`config.mk`:
```
export PLATFORM = sky130hd
export DESIGN_NAME = versat_lite_top
export DESIGN_NICKNAME = d
export VERILOG_FILES = /design/src/rtl/versat_lite_pkg.sv /design/src/rtl/engine_conf_if.sv /design/src/rtl/versat_lite_top.sv /design/src/rtl/data_engine.sv /design/src/rtl/alu_lite.sv /design/src/rtl/conf_bank.sv
export VERILOG_INCLUDE_DIRS = /design/src /design/src/rtl
export SDC_FILE = /design/constraint.sdc
export NUM_CORES = 1
export LEC_CHECK = 0
export ABC_AREA = 1
export BUFFER_PORTS_ARGS = -buffer_cell sky130_fd_sc_hd__buf_2
export CORE_MARGIN = 5
export CORE_UTILIZATION = 35
export DETAILED_ROUTE_END_ITERATION = 16
export SYNTH_ARGS = -nofsm -noshare
export SYNTH_HDL_FRONTEND = slang
export SYNTH_SLANG_ARGS = --single-unit
```
`constraint.sdc`:
```
create_clock -name clk -period 18 [get_ports clk]
set_input_delay 2.7 -clock clk [delete_from_list [all_inputs] [get_ports clk]]
set_output_delay 2.7 -clock clk [all_outputs]
set_load 0.02 [all_outputs]
```
`src/rtl/versat_lite_params.svh`:
```
`ifndef VERSAT_LITE_PARAMS_SVH
`define VERSAT_LITE_PARAMS_SVH

// datapath word
`define VL_DATA_W 32

// flow bus: in_a, in_b, alu0, alu1
`define VL_N_SLOTS 4
`define VL_N_W 2

// configuration space
`define VL_CONF_ADDR_W 2
`define VL_ADDR_ALU0 2'd0
`define VL_ADDR_ALU1 2'd1
`define VL_ADDR_OUT 2'd2

// address 3 is reserved

`endif
```
`src/rtl/versat_lite_pkg.sv`:
```
`include "versat_lite_params.svh"

package versat_lite_pkg;

	// alu function codes
	typedef enum logic [2:0] {
		FN_OR      = 3'd0,
		FN_AND     = 3'd1,
		FN_CMP_SIG = 3'd2,
		FN_MUX     = 3'd3,
		FN_SUB     = 3'd4,
		FN_ADD     = 3'd5,
		FN_MAX     = 3'd6,
		FN_MIN     = 3'd7
	} alu_fn_t;

	// low byte of an alu configuration word
	typedef struct packed {
		logic [`VL_N_W-1:0] sela;
		logic [`VL_N_W-1:0] selb;
		logic               self_loop;
		alu_fn_t            fns;
	} alu_conf_t;

	// slot 0 is in_a, slot 3 is alu1
	typedef logic [`VL_N_SLOTS-1:0][`VL_DATA_W-1:0] flow_bus_t;

endpackage

```
`src/rtl/engine_conf_if.sv`:
```
`timescale 1ns/1ps
`include "versat_lite_params.svh"

interface engine_conf_if;

	// active setup, one entry per alu
	versat_lite_pkg::alu_conf_t [1:0] alu_conf;
	logic [`VL_N_W-1:0]               out_sel;
	// low freezes both alus
	logic                             run;

	modport bank (
		output alu_conf,
		output out_sel,
		output run
	);

	modport engine (
		input alu_conf,
		input out_sel,
		input run
	);

endinterface

```
`src/rtl/versat_lite_top.sv`:
```
`timescale 1ns/1ps
`include "versat_lite_params.svh"

module versat_lite_top (
	input  logic                       clk,
	input  logic                       rst,
	input  logic                       conf_we,
	input  logic [`VL_CONF_ADDR_W-1:0] conf_addr,
	input  logic [`VL_DATA_W-1:0]      conf_wdata,
	input  logic                       conf_update,
	input  logic [`VL_DATA_W-1:0]      in_a,
	input  logic [`VL_DATA_W-1:0]      in_b,
	output logic [`VL_DATA_W-1:0]      flow_out
);

	engine_conf_if eng_conf ();

	conf_bank bank (
		.clk         (clk),
		.rst         (rst),
		.conf_we     (conf_we),
		.conf_addr   (conf_addr),
		.conf_wdata  (conf_wdata),
		.conf_update (conf_update),
		.conf        (eng_conf.bank)
	);

	data_engine engine (
		.clk      (clk),
		.rst      (rst),
		.in_a     (in_a),
		.in_b     (in_b),
		.conf     (eng_conf.engine),
		.flow_out (flow_out)
	);

endmodule

```
`src/rtl/data_engine.sv`:
```
`timescale 1ns/1ps
`include "versat_lite_params.svh"

module data_engine (
	input  logic                  clk,
	input  logic                  rst,
	input  logic [`VL_DATA_W-1:0] in_a,
	input  logic [`VL_DATA_W-1:0] in_b,
	engine_conf_if.engine         conf,
	output logic [`VL_DATA_W-1:0] flow_out
);

	versat_lite_pkg::flow_bus_t flow_bus;
	logic [`VL_DATA_W-1:0]      alu0_res;
	logic [`VL_DATA_W-1:0]      alu1_res;

	// slot order fixed by the bus definition
	assign flow_bus[0] = in_a;
	assign flow_bus[1] = in_b;
	assign flow_bus[2] = alu0_res;
	assign flow_bus[3] = alu1_res;

	alu_lite #(
		.DATA_W (`VL_DATA_W)
	) alu0 (
		.clk     (clk),
		.rst     (rst),
		.flow_in (flow_bus),
		.conf    (conf.alu_conf[0]),
		.run     (conf.run),
		.result  (alu0_res)
	);

	alu_lite #(
		.DATA_W (`VL_DATA_W)
	) alu1 (
		.clk     (clk),
		.rst     (rst),
		.flow_in (flow_bus),
		.conf    (conf.alu_conf[1]),
		.run     (conf.run),
		.result  (alu1_res)
	);

	// no register here, inputs reach the output the same cycle
	assign flow_out = flow_bus[conf.out_sel];

endmodule

```
`src/rtl/alu_lite.sv`:
```
`timescale 1ns/1ps
`include "versat_lite_params.svh"

module alu_lite #(
	parameter int DATA_W = `VL_DATA_W
) (
	input  logic                       clk,
	input  logic                       rst,
	input  versat_lite_pkg::flow_bus_t flow_in,
	input  versat_lite_pkg::alu_conf_t conf,
	input  logic                       run,
	output logic [DATA_W-1:0]          result
);

	logic [DATA_W-1:0] op_a;
	logic [DATA_W-1:0] op_b;
	logic [DATA_W-1:0] op_a_reg;
	logic [DATA_W-1:0] op_b_reg;
	logic [DATA_W-1:0] op_a_int;
	logic              a_neg;
	logic              invert_a;
	logic              a_msb;
	logic              b_msb;
	logic [DATA_W:0]   a_term;
	logic [DATA_W:0]   adder;
	logic              borrow;
	logic [DATA_W-1:0] result_nxt;

	// operand pick straight off the bus
	assign op_a = flow_in[conf.sela];
	assign op_b = flow_in[conf.selb];

	always_ff @(posedge clk or posedge rst) begin
		if (rst) begin
			op_a_reg <= '0;
			op_b_reg <= '0;
		end else if (run) begin
			op_a_reg <= op_a;
			op_b_reg <= op_b;
		end
	end

	// self loop replaces A with the last result
	assign op_a_int = conf.self_loop ? result : op_a_reg;
	assign a_neg = op_a_reg[DATA_W-1];

	// one shared adder, A inverted for the subtracting functions
	always_comb begin
		invert_a = 1'b0;
		a_msb    = 1'b0;
		b_msb    = 1'b0;
		case (conf.fns)
			versat_lite_pkg::FN_SUB: begin
				invert_a = 1'b1;
			end
			versat_lite_pkg::FN_CMP_SIG,
			versat_lite_pkg::FN_MAX,
			versat_lite_pkg::FN_MIN: begin
				invert_a = 1'b1;
				a_msb    = op_a_int[DATA_W-1];
				b_msb    = op_b_reg[DATA_W-1];
			end
			default: begin
			end
		endcase
	end

	assign a_term = {a_msb, op_a_int} ^ {(DATA_W + 1){invert_a}};
	assign adder  = {b_msb, op_b_reg} + a_term + {{DATA_W{1'b0}}, invert_a};
	// set when B < A, signed
	assign borrow = adder[DATA_W];

	always_comb begin
		result_nxt = adder[DATA_W-1:0];
		case (conf.fns)
			versat_lite_pkg::FN_OR: begin
				result_nxt = op_a_int | op_b_reg;
			end
			versat_lite_pkg::FN_AND: begin
				result_nxt = op_a_int & op_b_reg;
			end
			versat_lite_pkg::FN_CMP_SIG: begin
				result_nxt[DATA_W-1] = borrow;
			end
			versat_lite_pkg::FN_MUX: begin
				if (a_neg) begin
					result_nxt = op_b_reg;
				end else if (conf.self_loop) begin
					result_nxt = result;
				end else begin
					result_nxt = '0;
				end
			end
			versat_lite_pkg::FN_SUB: begin
				result_nxt = adder[DATA_W-1:0];
			end
			versat_lite_pkg::FN_ADD: begin
				// negative A word restarts the accumulator
				if (conf.self_loop && a_neg) begin
					result_nxt = op_b_reg;
				end
			end
			versat_lite_pkg::FN_MAX: begin
				result_nxt = borrow ? op_a_int : op_b_reg;
				if (conf.self_loop && a_neg) begin
					result_nxt = result;
				end
			end
			versat_lite_pkg::FN_MIN: begin
				result_nxt = borrow ? op_b_reg : op_a_int;
				if (conf.self_loop && a_neg) begin
					result_nxt = result;
				end
			end
			default: begin
			end
		endcase
	end

	always_ff @(posedge clk or posedge rst) begin
		if (rst) begin
			result <= '0;
		end else if (run) begin
			result <= result_nxt;
		end
	end

endmodule

```
`src/rtl/conf_bank.sv`:
```
`timescale 1ns/1ps
`include "versat_lite_params.svh"

module conf_bank (
	input  logic                       clk,
	input  logic                       rst,
	input  logic                       conf_we,
	input  logic [`VL_CONF_ADDR_W-1:0] conf_addr,
	input  logic [`VL_DATA_W-1:0]      conf_wdata,
	input  logic                       conf_update,
	engine_conf_if.bank                conf
);

	localparam int ALU_CONF_W = $bits(versat_lite_pkg::alu_conf_t);
	localparam int RUN_BIT = 8;

	versat_lite_pkg::alu_conf_t [1:0] shadow_alu;
	logic [`VL_N_W-1:0]               shadow_out_sel;
	logic                             shadow_run;

	// shadow words, one write per strobe
	always_ff @(posedge clk or posedge rst) begin
		if (rst) begin
			shadow_alu     <= '0;
			shadow_out_sel <= '0;
			shadow_run     <= 1'b0;
		end else if (conf_we) begin
			case (conf_addr)
				`VL_ADDR_ALU0: begin
					shadow_alu[0] <= versat_lite_pkg::alu_conf_t'(conf_wdata[ALU_CONF_W-1:0]);
				end
				`VL_ADDR_ALU1: begin
					shadow_alu[1] <= versat_lite_pkg::alu_conf_t'(conf_wdata[ALU_CONF_W-1:0]);
				end
				`VL_ADDR_OUT: begin
					shadow_out_sel <= conf_wdata[`VL_N_W-1:0];
					shadow_run     <= conf_wdata[RUN_BIT];
				end
				default: begin
				end
			endcase
		end
	end

	// whole setup switches on one edge
	always_ff @(posedge clk or posedge rst) begin
		if (rst) begin
			conf.alu_conf <= '0;
			conf.out_sel  <= '0;
			conf.run      <= 1'b0;
		end else if (conf_update) begin
			conf.alu_conf <= shadow_alu;
			conf.out_sel  <= shadow_out_sel;
			conf.run      <= shadow_run;
		end
	end

endmodule

```
==> impl_metrics.csv <==
group,metric,value,unit
die,die_x,267.1,um
cts,postCtsSetupBuffers,0,
synthesis,synthArstFlopShare,1.000,
global_routing,antenna_found_initial,6,
power_and_ir_drop,netSwitchingFraction,0.5877,
routing,firstDrtPassIters,6,
sta,finalCritPeriodShare,0.3689,
power_and_ir_drop,p_seq_frac,0.184,
sta,slew_viol_final,0,
cts,worstSkewPairLatency,0.57,ns
routing,drt_iter0_markers,3205,
run_status,status,"complete, no violations",
cells_and_area,fin_nets,3856,
cts,cts_hold_buf,0,
synthesis,synthDominantCellAreaShare,0.2489,
die,io-pin-count,134,
setup_path,cp-end-kind,"primary output",
sta,hold_viol,0,
setup_path,critPathKind,"primary input to primary output",
power_and_ir_drop,pwr-share-comb,0.718,
sta,setup_viol,0,
cts,path_clk_slew,0.06,ns
synthesis,yosys.area.top_type,"dfrtp_1",
power_and_ir_drop,finalPower,0.005689,W
sta,maxSlewHeadroom,0.1219,
global_routing,global_route.overflow_total,0,
power_and_ir_drop,clkPwrFrac,0.098,
power_and_ir_drop,leakagePower,11.16,nW
routing,wl_per_cell,19.68,um
setup_path,reg2reg_slack,13.04,ns
die,die_y,267.1,um
synthesis,netlist_instances,3750,
cells_and_area,layout.cells.most_common_list,"797 x nand2_1, 514 x o21ai_0, 457 x a21oi_1",
routing,drc_errors,0,
routing,viasPerCell,5.701,
setup_path,path_max_fanout,5,
synthesis,ys_seq_area_frac,0.2489,
synthesis,yosys-top-cells-area,"dfrtp_1 25%, nand2_1 13%, o21ai_0 11%",
synthesis,synth_nets,3916,
die,dieArea,0.07132,mm^2
routing,drt-total-wl,90.15,mm
cells_and_area,syn_to_final_growth,7.866,%
placed_design,gp_congestion,0.9772,
cts,ctsResizeCount,0,
global_routing,grt_pass1_vias,23130,
die,start_util,0.3524,
sta,fin_crit,6.641,ns
synthesis,synth.cell_area,0.02313,mm^2
setup_path,r2r-start,"bank.conf.alu_conf[0]",
global_routing,grt_use_total,0.2409,
sta,fin_setup_tns,0,ns
power_and_ir_drop,internal-power,0.002345,W
synthesis,ys_seq_elements,230,
placed_design,place_ws,11.42,ns
sta,fmax,150.6,MHz
cells_and_area,layout-drive-gt1-share,0.08084,
placed_design,portBuffers,110,
hold_path,min_path_type,"flop to flop",
sta,hold_slack,0.4769,ns
cts,cts_inserted_buffers,27,
routing,via_count,26110,
routing,ant_nets,0,
cts,clock_path_buffers,3,
setup_path,startpoint,"in_b[12]",
power_and_ir_drop,netSwitchingPower,0.003344,W
setup_path,critPathArrivalTime,3.94,ns
power_and_ir_drop,power-per-cell-area,228.1,mW/mm^2
sta,fin_ws,11.36,ns
die,core,0.06563,mm^2
setup_path,r2r_end,"engine.alu0.result[31]",
global_routing,grt_first_pass_wirelength,138.8,mm
setup_path,cp-start-kind,"primary input",
cts,cts_tree,"done",
cts,htreeDepth,1,
sta,rsz0062_at_grt,"false",
setup_path,required,15.30,ns
synthesis,synthFlopType,"dfrtp_1",
sta,tightest_slew,1.313,ns
die,rows,94,
setup_path,rr_worst_depth,25,
synthesis,yosysWarningCount,0,
cells_and_area,layout_commonest_cell,"nand2_1",
power_and_ir_drop,vdd_drop_max,0.1458,mV
synthesis,synth-edff-count,0,
global_routing,grt_max_degree,108,
cts,cts_root_buffer,"clkbuf_16",
synthesis,avgSynthCellArea,6.167,um^2
setup_path,crit_path_end,"flow_out[12]",
run,cap_viol_max_count,0,
synthesis,synth_cell_types,57,
cts,clock-sinks,230,
sta,fin_worst_skew,0.02125,ns
placed_design,dp.final_hpwl,64.34,mm
synth_stat cells, types with 3 or more instances:
master     instances
a2111oi_0          3
a211oi_1          45
a21boi_0           5
a21o_1            11
a21oi_1          457
a221oi_1           6
a31oi_1          139
buf_1             23
buf_2             21
buf_4              6
buf_6              7
buf_8              3
clkbuf_1         182
clkinv_1           6
dfrtp_1          230
ha_1              62
inv_1            350
inv_2             14
nand2_1          797
nand2_2           23
nand2_4            3
nand3_1          228
nand3_2            3
nand3b_1           8
nand4_1           48
nor2_1           285
nor2_2             5
nor3_1            18
o211ai_1          25
o211ai_2           8
o21a_1            24
o21ai_0          514
o21ai_1           25
o21ai_2            6
o21bai_1          10
o221ai_1           6
or2_2             25
xnor2_1           44
xor2_1            53
metal layers:
metal	wire length (um)	part of all wire	vias to the layer above	global-route usage
met5	11	0.00012	-	0
met4	2276	0.025	2	0.05343
met3	9040	0.10	145	0.04391
met2	37350	0.41	1296	0.3521
met1	41470	0.46	12070	0.3686
li1	-	-	12600	-
metrics by stage:
stage,area [um^2],util,instances
finish,24950,0.3801,4580
global route,24930,0.3799,4575
CTS,24930,0.3799,4575
detailed placement,24060,0.3666,4525
global placement,24060,0.3666,4525
floorplan,23130,-,3750
power groups by stage:
stage	clock network [W]	registers, W	logic [W]
final	0.000558	0.00105	0.00408
after detailed placement	0	0.00105	0.00398
after global placement	0	0.00105	0.00396
after global routing	0.000585	0.00107	0.00456
after floorplan	0	0.000901	0.00313
after CTS	0.000563	0.00104	0.00400
worst min path at each step:
stage / to / from / slack (ns) / cells past startpoint
finish: bank.conf.alu_conf[10] / bank.shadow_alu[10] / 0.48 / 2
global route: bank.shadow_alu[7] / bank.shadow_alu[7] / 0.50 / 2
CTS: bank.conf.alu_conf[7] / bank.shadow_alu[7] / 0.48 / 2
detailed placement: bank.conf.alu_conf[7] / bank.shadow_alu[7] / 0.47 / 2
global placement: bank.conf.alu_conf[14] / bank.shadow_alu[14] / 0.46 / 2
floorplan: bank.conf.alu_conf[0] / bank.shadow_alu[0] / 0.45 / 2
area by class of cell:
class	count	area, um^2
Fill cell	7178	40680
Multi-Input combinational cell	2907	14930
Sequential cell	230	5766
Inverter	370	1396
Tap cell	864	1081
Timing Repair Buffer	154	880.8
Clock buffer	42	802.0
Clock inverter	8	73.82
Antenna cell	5	12.51
worst max-delay path, stage by stage:
cell	delay, ns
buf_2	0.14
inv_1	0.12
o21ai_0	0.15
a21oi_1	0.07
a21oi_1	0.48
buf_2	0.27
cells by family (layout without fill, tap and decap cells):
logic type                 count (synthesis)  after routing  share of synthesized area
muxes                                      4              4                   0.001839
adders and majority gates                 64             64                    0.03527
buffers and inverters                    613            574                     0.1054
other                                      0              5                          0
xor gates and xnor gates                  97             97                    0.03673
AOI/OAI and AO/OA                       1291           1291                     0.3073
DFF                                      230            230                     0.2489
and+or+nand+nor                         1451           1451                     0.2646
(Power assumes the default switching activity.)
